**src/pwr_ctrl_pkg.sv**
```systemverilog
// shared sizes, request bit positions, FSM state and request structs
// for the single-clock power controller, imported by every block
package pwr_ctrl_pkg;

  //////////////////////////////
  // sizes
  //////////////////////////////

  // peripheral wakeup sources
  localparam int NumWkups = 4;
  // peripheral reset sources
  localparam int NumRstReqs = 2;
  // escalation, debug and software
  localparam int NumIntRstReqs = 3;
  localparam int TotalRstReqs = NumRstReqs + NumIntRstReqs;

  // positions in the full reset vector, peripherals sit below
  localparam int RstEscIdx = 2;
  localparam int RstNdmIdx = 3;
  localparam int RstSwIdx = 4;

  //////////////////////////////
  // timing
  //////////////////////////////

  // cycles without a heartbeat before the escalation path is dead
  localparam int EscTimeoutCnt = 128;
  localparam int EscCntWidth = 8;

  // reset request hold length and its counter width
  localparam int RstHoldCycles = 4;
  localparam int RstHoldCntWidth = $clog2(RstHoldCycles);

  //////////////////////////////
  // types
  //////////////////////////////

  // masked requests from capture to the FSM
  // rstreqs: peripheral bits, then debug, then software on top
  typedef struct packed {
    logic [NumWkups-1:0]     wakeups;
    logic [NumRstReqs+1:0]   rstreqs;
  } pwr_peri_t;

  // reset requests towards the reset manager
  typedef struct packed {
    logic rst_sys_req;
    logic rst_lc_req;
  } pwr_rst_t;

  // wake information
  typedef struct packed {
    logic [NumWkups-1:0] reasons;
    logic                fall_through;
    logic                abort;
  } wake_info_t;

  typedef enum logic [1:0] {
    StActive    = 2'd0,
    StLowPower  = 2'd1,
    StResetHold = 2'd2
  } fast_state_e;

endpackage
```
**src/pwr_ctrl.sv**
```systemverilog
// power controller top: request capture and escalation monitor side by side,
// both feeding the fast FSM; the FSM clock enable arms the heartbeat watchdog
`timescale 1ns/1ps

module pwr_ctrl
  import pwr_ctrl_pkg::*;
(
  input  logic                    clk_i,
  input  logic                    effective_rst_n,
  // peripheral requests and enables
  input  logic [NumWkups-1:0]     wakeups_i,
  input  logic [NumRstReqs-1:0]   rstreqs_i,
  input  logic [NumWkups-1:0]     wakeup_en_i,
  input  logic [NumRstReqs-1:0]   reset_en_i,
  input  logic                    ndmreset_req_i,
  input  logic                    sw_rst_req_i,
  // escalation
  input  logic                    esc_req_i,
  input  logic                    esc_ping_i,
  output logic                    esc_timeout_o,
  // core side
  input  logic                    core_sleeping_i,
  input  logic                    low_power_hint_i,
  output logic                    clk_en_o,
  output logic                    low_power_o,
  output pwr_rst_t                pwr_rst_o,
  output logic                    intr_wakeup_o,
  output logic                    cfg_regwen_o,
  output wake_info_t              wake_info_o,
  output logic [TotalRstReqs-1:0] reset_cause_o
);

  pwr_peri_t peri_reqs;
  logic      esc_rst_req;

  pwr_req_capture u_capture (
    .clk_i          (clk_i),
    .effective_rst_n(effective_rst_n),
    .wakeups_i      (wakeups_i),
    .rstreqs_i      (rstreqs_i),
    .wakeup_en_i    (wakeup_en_i),
    .reset_en_i     (reset_en_i),
    .ndmreset_req_i (ndmreset_req_i),
    .sw_rst_req_i   (sw_rst_req_i),
    .peri_reqs_o    (peri_reqs)
  );

  // watchdog runs only while clocks are enabled
  pwr_esc_monitor u_esc (
    .clk_i          (clk_i),
    .effective_rst_n(effective_rst_n),
    .esc_req_i      (esc_req_i),
    .esc_ping_i     (esc_ping_i),
    .monitor_en_i   (clk_en_o),
    .esc_rst_req_o  (esc_rst_req),
    .esc_timeout_o  (esc_timeout_o)
  );

  pwr_fast_fsm u_fsm (
    .clk_i           (clk_i),
    .effective_rst_n (effective_rst_n),
    .peri_reqs_i     (peri_reqs),
    .esc_rst_req_i   (esc_rst_req),
    .core_sleeping_i (core_sleeping_i),
    .low_power_hint_i(low_power_hint_i),
    .clk_en_o        (clk_en_o),
    .low_power_o     (low_power_o),
    .pwr_rst_o       (pwr_rst_o),
    .intr_wakeup_o   (intr_wakeup_o),
    .cfg_regwen_o    (cfg_regwen_o),
    .wake_info_o     (wake_info_o),
    .reset_cause_o   (reset_cause_o)
  );

endmodule

```
**src/pwr_fast_fsm.sv**
```systemverilog
// fast power FSM: low-power entry and fall-through, wakeup with interrupt,
// reset hold sequencing, low-power config lock and wake/reset status capture
`timescale 1ns/1ps

module pwr_fast_fsm
  import pwr_ctrl_pkg::*;
(
  input  logic                    clk_i,
  input  logic                    effective_rst_n,
  input  pwr_peri_t               peri_reqs_i,
  input  logic                    esc_rst_req_i,
  input  logic                    core_sleeping_i,
  input  logic                    low_power_hint_i,
  output logic                    clk_en_o,
  output logic                    low_power_o,
  output pwr_rst_t                pwr_rst_o,
  output logic                    intr_wakeup_o,
  output logic                    cfg_regwen_o,
  output wake_info_t              wake_info_o,
  output logic [TotalRstReqs-1:0] reset_cause_o
);

  fast_state_e                state_q, state_d;
  logic [RstHoldCntWidth-1:0] hold_cnt_q;
  logic [TotalRstReqs-1:0]    rst_vec;
  logic [TotalRstReqs-1:0]    cause_q;
  logic                       any_rst;
  logic                       any_wkup;
  logic                       lp_entry;
  logic                       hold_done;
  logic                       enter_rst;
  logic                       fall_through;
  logic                       wkup;
  logic                       clk_en_q;
  logic                       low_power_q;
  logic                       lc_req_q;
  logic                       intr_q;
  logic                       regwen_q;
  logic                       hint_q;
  wake_info_t                 wake_info_q;

  //////////////////////////////
  // request decode
  //////////////////////////////

  // full reset vector, escalation slotted in between peripheral and debug
  always_comb begin
    rst_vec = '0;
    rst_vec[NumRstReqs-1:0] = peri_reqs_i.rstreqs[NumRstReqs-1:0];
    rst_vec[RstEscIdx]      = esc_rst_req_i;
    rst_vec[RstNdmIdx]      = peri_reqs_i.rstreqs[NumRstReqs];
    rst_vec[RstSwIdx]       = peri_reqs_i.rstreqs[NumRstReqs+1];
  end

  assign any_rst   = |rst_vec;
  assign any_wkup  = |peri_reqs_i.wakeups;
  assign lp_entry  = core_sleeping_i & low_power_hint_i;
  assign hold_done = hold_cnt_q == RstHoldCntWidth'(RstHoldCycles - 1);

  //////////////////////////////
  // next state
  //////////////////////////////

  // resets win over wakeups and entry
  always_comb begin
    state_d      = state_q;
    fall_through = 1'b0;
    wkup         = 1'b0;
    unique case (state_q)
      StActive: begin
        if (any_rst) begin
          state_d = StResetHold;
        end else if (lp_entry && any_wkup) begin
          // wakeup already pending, stay up
          fall_through = 1'b1;
        end else if (lp_entry) begin
          state_d = StLowPower;
        end
      end
      StLowPower: begin
        if (any_rst) begin
          state_d = StResetHold;
        end else if (any_wkup) begin
          state_d = StActive;
          wkup    = 1'b1;
        end
      end
      StResetHold: begin
        // back through active, which re-enters if a request remains
        if (hold_done) begin
          state_d = StActive;
        end
      end
      default: begin
        state_d = StActive;
      end
    endcase
  end

  assign enter_rst = (state_d == StResetHold) && (state_q != StResetHold);

  //////////////////////////////
  // state and output flops
  //////////////////////////////

  always_ff @(posedge clk_i or negedge effective_rst_n) begin
    if (!effective_rst_n) begin
      state_q     <= StActive;
      hold_cnt_q  <= '0;
      clk_en_q    <= 1'b1;
      low_power_q <= 1'b0;
      lc_req_q    <= 1'b0;
      intr_q      <= 1'b0;
    end else begin
      state_q     <= state_d;
      clk_en_q    <= state_d != StLowPower;
      low_power_q <= state_d == StLowPower;
      // one cycle pulse on the return to active
      intr_q      <= wkup;
      if (enter_rst) begin
        hold_cnt_q <= '0;
        // lc reset only for escalation
        lc_req_q   <= rst_vec[RstEscIdx];
      end else if (state_q == StResetHold) begin
        hold_cnt_q <= hold_cnt_q + 1'b1;
        if (hold_done) begin
          lc_req_q <= 1'b0;
        end
      end
    end
  end

  //////////////////////////////
  // status and config lock
  //////////////////////////////

  always_ff @(posedge clk_i or negedge effective_rst_n) begin
    if (!effective_rst_n) begin
      cause_q     <= '0;
      wake_info_q <= '0;
      regwen_q    <= 1'b1;
      hint_q      <= 1'b0;
    end else begin
      hint_q <= low_power_hint_i;
      if (enter_rst) begin
        cause_q <= rst_vec;
        // reset cut a low-power state short
        if (state_q == StLowPower) begin
          wake_info_q.abort <= 1'b1;
        end
      end else if (state_d == StLowPower && state_q == StActive) begin
        // fresh record for each low-power period
        wake_info_q <= '0;
      end else if (fall_through) begin
        wake_info_q.fall_through <= 1'b1;
        wake_info_q.reasons      <= peri_reqs_i.wakeups;
      end else if (wkup) begin
        wake_info_q.reasons <= peri_reqs_i.wakeups;
      end
      // lock on the hint's rising edge, reopen on wakeup or fall-through
      if (!regwen_q && (wkup || fall_through)) begin
        regwen_q <= 1'b1;
      end else if (low_power_hint_i && !hint_q) begin
        regwen_q <= 1'b0;
      end
    end
  end

  assign clk_en_o              = clk_en_q;
  assign low_power_o           = low_power_q;
  assign pwr_rst_o.rst_sys_req = state_q == StResetHold;
  assign pwr_rst_o.rst_lc_req  = lc_req_q;
  assign intr_wakeup_o         = intr_q;
  assign cfg_regwen_o          = regwen_q;
  assign wake_info_o           = wake_info_q;
  assign reset_cause_o         = cause_q;

  //////////////////////////////
  // assertions
  //////////////////////////////

  LowPowerClkEnExcl_A: assert property (
    @(posedge clk_i) disable iff (!effective_rst_n)
    !(low_power_o && clk_en_o)
  );

  LcReqImpliesSysReq_A: assert property (
    @(posedge clk_i) disable iff (!effective_rst_n)
    pwr_rst_o.rst_lc_req |-> pwr_rst_o.rst_sys_req
  );

endmodule

```
**src/pwr_esc_monitor.sv**
```systemverilog
// escalation reset path: a sticky latch for escalation requests plus a
// heartbeat watchdog, the two ORed into a single reset request for the FSM
`timescale 1ns/1ps

module pwr_esc_monitor
  import pwr_ctrl_pkg::*;
(
  input  logic clk_i,
  input  logic effective_rst_n,
  input  logic esc_req_i,
  // heartbeat pulse from the escalation sender
  input  logic esc_ping_i,
  // high while clocks are running
  input  logic monitor_en_i,
  output logic esc_rst_req_o,
  output logic esc_timeout_o
);

  logic                   esc_latch_q;
  logic [EscCntWidth-1:0] ping_cnt_q;
  logic                   timeout_q;
  logic                   cnt_last;

  //////////////////////////////
  // escalation latch
  //////////////////////////////

  // once set, only effective_rst_n clears it
  always_ff @(posedge clk_i or negedge effective_rst_n) begin
    if (!effective_rst_n) begin
      esc_latch_q <= 1'b0;
    end else if (esc_req_i) begin
      esc_latch_q <= 1'b1;
    end
  end

  //////////////////////////////
  // heartbeat watchdog
  //////////////////////////////

  assign cnt_last = ping_cnt_q == EscCntWidth'(EscTimeoutCnt - 1);

  always_ff @(posedge clk_i or negedge effective_rst_n) begin
    if (!effective_rst_n) begin
      ping_cnt_q <= '0;
      timeout_q  <= 1'b0;
    end else begin
      // no checking while clocks are gated
      if (!monitor_en_i || esc_ping_i) begin
        ping_cnt_q <= '0;
      end else if (!cnt_last) begin
        ping_cnt_q <= ping_cnt_q + 1'b1;
      end
      // sticky, dead path stays dead
      if (monitor_en_i && !esc_ping_i && cnt_last) begin
        timeout_q <= 1'b1;
      end
    end
  end

  assign esc_timeout_o = timeout_q;

  // a lost heartbeat is treated as an escalation
  assign esc_rst_req_o = esc_latch_q | timeout_q;

  //////////////////////////////
  // assertions
  //////////////////////////////

  EscLatchSticky_A: assert property (
    @(posedge clk_i) disable iff (!effective_rst_n)
    esc_latch_q |=> esc_latch_q
  );

endmodule

```
**src/pwr_req_capture.sv**
```systemverilog
// samples peripheral wakeup and reset pins and applies the software enables
// also brings in the debug reset through a 2-flop synchronizer and the sw reset
`timescale 1ns/1ps

module pwr_req_capture
  import pwr_ctrl_pkg::*;
(
  input  logic                  clk_i,
  input  logic                  effective_rst_n,
  // request pins
  input  logic [NumWkups-1:0]   wakeups_i,
  input  logic [NumRstReqs-1:0] rstreqs_i,
  // software enables
  input  logic [NumWkups-1:0]   wakeup_en_i,
  input  logic [NumRstReqs-1:0] reset_en_i,
  // internal reset sources
  input  logic                  ndmreset_req_i,
  input  logic                  sw_rst_req_i,
  output pwr_peri_t             peri_reqs_o
);

  logic [NumWkups-1:0]   wkup_q;
  logic [NumRstReqs-1:0] rst_q;
  logic [1:0]            ndm_sync_q;
  logic                  sw_q;

  //////////////////////////////
  // input registers
  //////////////////////////////

  always_ff @(posedge clk_i or negedge effective_rst_n) begin
    if (!effective_rst_n) begin
      wkup_q     <= '0;
      rst_q      <= '0;
      ndm_sync_q <= '0;
      sw_q       <= 1'b0;
    end else begin
      // single stage for peripheral pins
      wkup_q     <= wakeups_i;
      rst_q      <= rstreqs_i;
      // debug request comes from another clock so it passes two stages
      ndm_sync_q <= {ndm_sync_q[0], ndmreset_req_i};
      sw_q       <= sw_rst_req_i;
    end
  end

  //////////////////////////////
  // masking
  //////////////////////////////

  // enables act on the registered value, so clearing one takes effect at once
  assign peri_reqs_o.wakeups = wkup_q & wakeup_en_i;

  // debug and sw requests cannot be masked
  assign peri_reqs_o.rstreqs = {sw_q, ndm_sync_q[1], rst_q & reset_en_i};

  //////////////////////////////
  // assertions
  //////////////////////////////

  // a set peripheral bit needs its enable now and its pin one cycle earlier
  MaskedReqsClear_A: assert property (
    @(posedge clk_i) disable iff (!effective_rst_n)
    ((peri_reqs_o.wakeups & ~(wakeup_en_i & $past(wakeups_i))) == '0) &&
    ((peri_reqs_o.rstreqs[NumRstReqs-1:0] & ~(reset_en_i & $past(rstreqs_i))) == '0)
  );

endmodule

```
**config.mk**
```make
export PLATFORM = sky130hd
export DESIGN_NAME = pwr_ctrl
export DESIGN_NICKNAME = d
export VERILOG_FILES = /design/src/pwr_ctrl_pkg.sv /design/src/pwr_ctrl.sv /design/src/pwr_fast_fsm.sv /design/src/pwr_esc_monitor.sv /design/src/pwr_req_capture.sv
export SDC_FILE = /design/constraint.sdc
export NUM_CORES = 1
export LEC_CHECK = 0
export ABC_CLOCK_PERIOD_IN_PS = 2100
export BUFFER_PORTS_ARGS = -buffer_cell sky130_fd_sc_hd__buf_2
export CAP_MARGIN = 20
export CORE_ASPECT_RATIO = 0.8
export CORE_MARGIN = 2
export CORE_UTILIZATION = 38
export DETAILED_ROUTE_END_ITERATION = 7
export REMOVE_ABC_BUFFERS = 1
export SYNTH_ARGS = -nofsm -noshare
export SYNTH_HDL_FRONTEND = slang
export SYNTH_SLANG_ARGS = --single-unit
```
**constraint.sdc**
```tcl
create_clock -name clk_i -period 2.1 [get_ports clk_i]
set_input_delay 0.21 -clock clk_i [delete_from_list [all_inputs] [get_ports clk_i]]
set_output_delay 0.21 -clock clk_i [all_outputs]
set_load 0.03 [all_outputs]
```
* Yosys cells after proc, flatten, opt, wreduce, memory -nomap -nowiden *
Cells that the tools add are included.

word-level totals
  word-level logic and storage cells = 91
  register bits = 40
  input bits = 20
  output and inout port bits = 18

cells by class
  eq/ne operators = 10
  add/sub/neg operators = 2
  muxes and demuxes = 29
  bitwise logic cells = 5
  reductions and logical operators = 26

operators by type and width
  kind                                                                     count
  2-bit 2-to-1 mux                                                         8
  8-bit 2-to-1 mux                                                         2
  1-bit 2-to-1 mux                                                         15
  2-bit nonzero test                                                       5
  8-bit by 1-bit adder with 8-bit output, second input constant            1
  8-bit by 7-bit == test with 1-bit output, second input constant          1
  4-bit 2-to-1 mux                                                         2
  2-bit AND reduction                                                      4
  1-bit logical AND                                                        7
  2-bit == test, second input constant                                     3
  2-bit inequality test, second input constant                             3
  2-bit one-hot mux with 3 select lines                                    1
  5-bit 2-to-1 mux                                                         1
  5-bit OR reduction                                                       1
  4-bit bitwise AND                                                        1
  2-bit by 1-bit == test with 1-bit output, second input constant          2
  1-bit logical NOT                                                        4
  4-bit OR reduction                                                       1
  3-bit nonzero test                                                       1
  2-bit by 1-bit adder with 2-bit output, second input constant            1
  2-bit bitwise AND                                                        1
  2-bit logical NOT                                                        1
  1-bit logical OR                                                         2
  2-bit by 1-bit inequality test with 1-bit output, second input constant  1
  3 further kinds                                                          3

* Logic depth before layout (Yosys ltp) *
  depth after elaboration = 10
  mapped depth = 6
  gate-level depth less buffers = 5

* By module *
Synthesis repeated with hierarchy kept, for this count alone.

unflattened totals
  cell total of the unflattened synthesis = 150
  area total of the unflattened synthesis = 1,749.2 um^2

modules (own cells, without submodules)
  module           cells an instance  area an instance (um^2)  seq. area each (um^2)  times used
  pwr_fast_fsm     85                 965.9                    528.0                  1
  pwr_esc_monitor  48                 505.5                    250.2                  1
  pwr_req_capture  17                 277.8                    225.2                  1

* Least setup slack after synthesis *
Ideal clock, no wire load.

  path type = register -> register
  start = register u_esc.timeout_q, in the netlist u_esc.esc_timeout_o
  end = register u_fsm.wake_info_q (netlist bit u_fsm.wake_info_o[1])
  buffers on the path = 0
  library setup time = 125 ps
  setup slack = 306 ps
  stages on the path, launching flop included = 5
  data arrival time = 1,670 ps
  clock period less this slack = 1,794 ps
  required time = 1,975 ps
  path through = dfrtp_1 > nor4_2 > nand3_1 > or4_1 > mux2_2

between the ends
  word-level cells in the longest chain between the ends = 8
  elaborated cells between the ends (all ways) = 15
  classes of those cells = 2 x eq/ne; 6 x mux; 2 x bitwise; 5 x reduce/logical

ends and longest elaborated chain
  element                                                                           line                                      text
  start, declared                                                                   pwr_esc_monitor.sv:21                     logic timeout_q;
  start signal, assigned                                                            pwr_esc_monitor.sv:46                     timeout_q <= 1'b0;
  start signal, assigned                                                            pwr_esc_monitor.sv:56                     timeout_q <= 1'b1;
  1-bit OR *                                                                        pwr_esc_monitor.sv:64                     assign esc_rst_req_o = esc_latch_q | timeout_q;
  5-bit OR reduction *                                                              pwr_fast_fsm.sv:55                        assign any_rst = |rst_vec;
  2-bit 2-to-1 mux (on tied branches)                                               pwr_fast_fsm.sv:81, pwr_fast_fsm.sv:71
  2-bit one-hot mux with 3 select lines                                             pwr_fast_fsm.sv:69                        unique case (state_q)
  2-bit by 1-bit == test with 1-bit output / 2-bit == test (equally long branches)  pwr_fast_fsm.sv:151, pwr_fast_fsm.sv:100
  1-bit logical AND (on tied branches)                                              pwr_fast_fsm.sv:151, pwr_fast_fsm.sv:100
  2-bit nonzero test (no source line) / 1-bit NOT (equally long branches)           --
  2-bit AND reduction (no source line)                                              --
  end, declared                                                                     pwr_fast_fsm.sv:40                        wake_info_t wake_info_q;

Mark *: on every way between the ends. The rest lies on a longest branch, timed or not.
A chain may end at the register's enable or synchronous reset.

* Worst setup path in the final report *
  start = register u_capture.ndm_sync_q[1]
  end = register u_fsm.wake_info_q (netlist bit u_fsm.wake_info_o[5])

between the ends
  word-level cells in the longest chain between the ends = 7
  elaborated cells between the ends (all ways) = 17
  classes of those cells = 2 x eq/ne; 9 x mux; 1 x bitwise; 5 x reduce/logical

ends and longest elaborated chain
  element                                                                           line                                      text
  start, declared                                                                   pwr_req_capture.sv:24                     logic [1:0] ndm_sync_q;
  start signal, assigned                                                            pwr_req_capture.sv:42                     ndm_sync_q <= {ndm_sync_q[0], ndmreset_req_i};
  5-bit OR reduction *                                                              pwr_fast_fsm.sv:55
  2-bit 2-to-1 mux (on tied branches)                                               pwr_fast_fsm.sv:81, pwr_fast_fsm.sv:71
  2-bit one-hot mux with 3 select lines                                             pwr_fast_fsm.sv:69
  2-bit by 1-bit == test with 1-bit output / 2-bit == test (equally long branches)  pwr_fast_fsm.sv:151, pwr_fast_fsm.sv:100
  1-bit logical AND (on tied branches)                                              pwr_fast_fsm.sv:151, pwr_fast_fsm.sv:100
  3-bit nonzero test (no source line) / 1-bit NOT (equally long branches)           --
  2-bit AND reduction (no source line)                                              --

Marked as above.

==> results.toml <==
[outcome]
status = "complete, no violations"

[grt]
overflow = 0
grt_pass1_wl_mm = 5.00
grt_max_degree = 41
grt_usage = 0.145
grt_pass1_vias = 1069
antenna_found_initial = 0

[finish]
design_area_um2 = 1890
antenna_cells = 0
fill_cells = 367
utilization = 0.487
area_growth_pct = 20.1
final_cells = 230
nets = 197
layout-drive-gt1-share = 0.314

[power_and_ir_drop]
power_density_nw_per_um2 = 963
pwr-share-seq = 0.517
power.share.switching = 0.320
p_int_mw = 1.23
comb_power_share = 0.227
power.switching_uw = 582
power.total_mw = 1.82
vdd_drop_max_uv = 517
power_frac_clock = 0.256
leakage_nw = 0.930

[worst_setup_path]
rrSetupSlack_ns = 0.27
worstSetupEndpointType = "flip-flop"
cp.required_ns = 2.27
critPathLaunchType = "flip-flop"
r2r_start = "u_capture.ndm_sync_q[1]$_DFF_PN0_"
arrival_ns = 2.00
path_class = "flip-flop to flip-flop"
path_max_fanout = 4
reg2regPathDepth = 4
reg2reg_to = "u_fsm.wake_info_o[5]$_DFFE_PN0P_"

[synth]
synth.top_cell.area_share = 0.605
synth_cells = 134
syn_area_per_cell_um2 = 11.7
synthTopCellsByCount = "38 x dfrtp_1, 18 x nand2_1, 13 x o21ai_0"
synth_area_leaders = "dfrtp_1 61%, nand2_1 4.3%, o21ai_0 4.1%, dfstp_2 3.3%, a31oi_1 2.4%"
synth.most_common_cell = "dfrtp_1"
synth-seq-cells = 40
async_flop_share = 1.00
synth_edf_count = 0
synth_top_flop_cell = "dfrtp_1"
synth-seq-area-share = 0.639
synth.largest_area_cell = "dfrtp_1"
synth_cell_types = 35
syn_area_um2 = 1570
yosys_warnings = 0

[timing]
skew_ns = 0.00516
worst_slack_ns = 0.274
hold_viol_final = 0
slew-limit-headroom = 0.435
setup_tns_ns = 0
timing.hold.ws_ns = 0.0275
clock.fmax_ghz = 0.548
post-route-period-util = 0.870
period_minus_slack_ns = 1.83
rsz0062_at_grt = "false"
slew_viol_final = 0
worstMarginPinSlew_ns = 0.847
setup_violations = 0

[clock_network]
clk_pin_slew_ns = 0.07
cts_tree = "built"
cts_root_buf = "clkbuf_8"
holdBufCountCts = 0
htree_levels = 2
post-cts-setup-buffers = 0
cts_buffers = 5
clock_latency_ns = 0.29
cts_buffer_depth = 2
cts_num_sinks = 40
cts_resized = 0

[routing]
wl_mm = 3.00
drcViolationCount = 0
vias_per_cell = 4.95
vias = 1139
first_pass_iters = 4
antenna_left = 0
wl_per_cell_um = 13.0
drt-initial-drc-count = 147

[flow_run]
max_cap_violations = 0

[floorplan]
rows = 20
die_h_um = 61.5
start_util = 0.405
ios = 38
die_area_um2 = 4670
die_w_um = 75.9
core_um2 = 3880

[placement]
port_buffers = 37
dp.cells = 223
dp_slack_ns = 0.292
gp_congestion = 0.804
placed_area_um2 = 1810
hpwl_mm = 2.23

[worst_hold_path]
hp-class = "primary input to async pin"
[worst max-delay path by stage]
| stage | from | end | slack [ns] | depth (start not counted) |
|---|---|---|---|---|
| 2_1_floorplan | u_esc.esc_timeout_o$_DFFE_PN0P_ | u_fsm.wake_info_o[1]$_DFFE_PN0P_ | 0.31 | 4 |
| 3_3_place_gp | u_capture.ndm_sync_q[1]$_DFF_PN0_ | u_fsm.wake_info_o[1]$_DFFE_PN0P_ | 0.35 | 4 |
| 3_5_place_dp | u_capture.ndm_sync_q[1]$_DFF_PN0_ | u_fsm.wake_info_o[4]$_DFFE_PN0P_ | 0.29 | 4 |
| 4_1_cts | u_capture.ndm_sync_q[1]$_DFF_PN0_ | u_fsm.wake_info_o[5]$_DFFE_PN0P_ | 0.28 | 4 |
| 5_1_grt | u_capture.ndm_sync_q[1]$_DFF_PN0_ | u_fsm.wake_info_o[1]$_DFFE_PN0P_ | 0.18 | 4 |
| 6_report | u_capture.ndm_sync_q[1]$_DFF_PN0_ | u_fsm.wake_info_o[5]$_DFFE_PN0P_ | 0.27 | 4 |
[power by group through the flow]
stage	Sequential (mW)	Clock [mW]	Combinational, mW
after floorplan	1.04	0	0.180
after global placement	0.951	0	0.412
after detailed placement	0.956	0	0.421
after CTS	0.941	0.483	0.421
after global routing	0.955	0.522	0.465
final	0.940	0.466	0.412
[cell families after synthesis]
logic type | Yosys count | share of synthesized area
flops | 40 | 0.639
compound gates | 33 | 0.131
mux | 4 | 0.0279
xor+xnor | 1 | 0.00557
buf+inv | 7 | 0.0191
fa+ha+maj | 2 | 0.0159
simple gates | 47 | 0.162
[layout by cell type, fill, tap and decap left out, types with 2 or more instances in the layout]
| cell type | instances |
|---|---|
| nor4_2 | 2 |
| nand3_1 | 2 |
| nand2_1 | 18 |
| nand2b_1 | 3 |
| o21ai_0 | 13 |
| nand4_1 | 3 |
| dfstp_2 | 2 |
| a21oi_1 | 4 |
| o2bb2ai_1 | 4 |
| clkbuf_8 | 5 |
| buf_2 | 37 |
| dfrtp_1 | 38 |
| ha_1 | 2 |
| inv_1 | 4 |
| mux2_2 | 3 |
| a31oi_1 | 6 |
| nor2_1 | 7 |
| and3_1 | 3 |
[cell type report]
class / count / area (µm²) / area share
Clock inverter: 1 / 5.00 / 0.00265
Multi-Input combinational cell: 87 / 538 / 0.285
Timing Repair Buffer: 37 / 185 / 0.0981
Tap cell: 55 / 68.8 / 0.0364
Clock buffer: 6 / 72.6 / 0.0384
Sequential cell: 40 / 1000 / 0.531
Inverter: 4 / 15.0 / 0.00795
[worst max-delay path, cell delays in order (launching register included)]
cell and delay, ns:
dfrtp_1 0.40, or4_4 0.56, nor4_2 0.36, o21ai_1 0.22, o2bb2ai_1 0.18
[flip-flops by register name (all words and copies together) (netlist names), 2 cells and up]
register              cells
u_capture.ndm_sync_q      2
u_fsm.reset_cause_o       5
u_fsm.hold_cnt_q          2
u_capture.rst_q           2
u_esc.ping_cnt_q          8
u_capture.wkup_q          4
u_fsm.state_q             2
u_fsm.wake_info_o         6
[metal layers]
metal	GRT usage	wire, µm	vias to the layer above
li1	-	-	559
met1	0.194	1470	543
met5	0	0	-
met2	0.213	1340	35
met4	0.0545	15	0
met3	0.0630	179	2
Note: power is estimated with default switching activity, not from simulation.
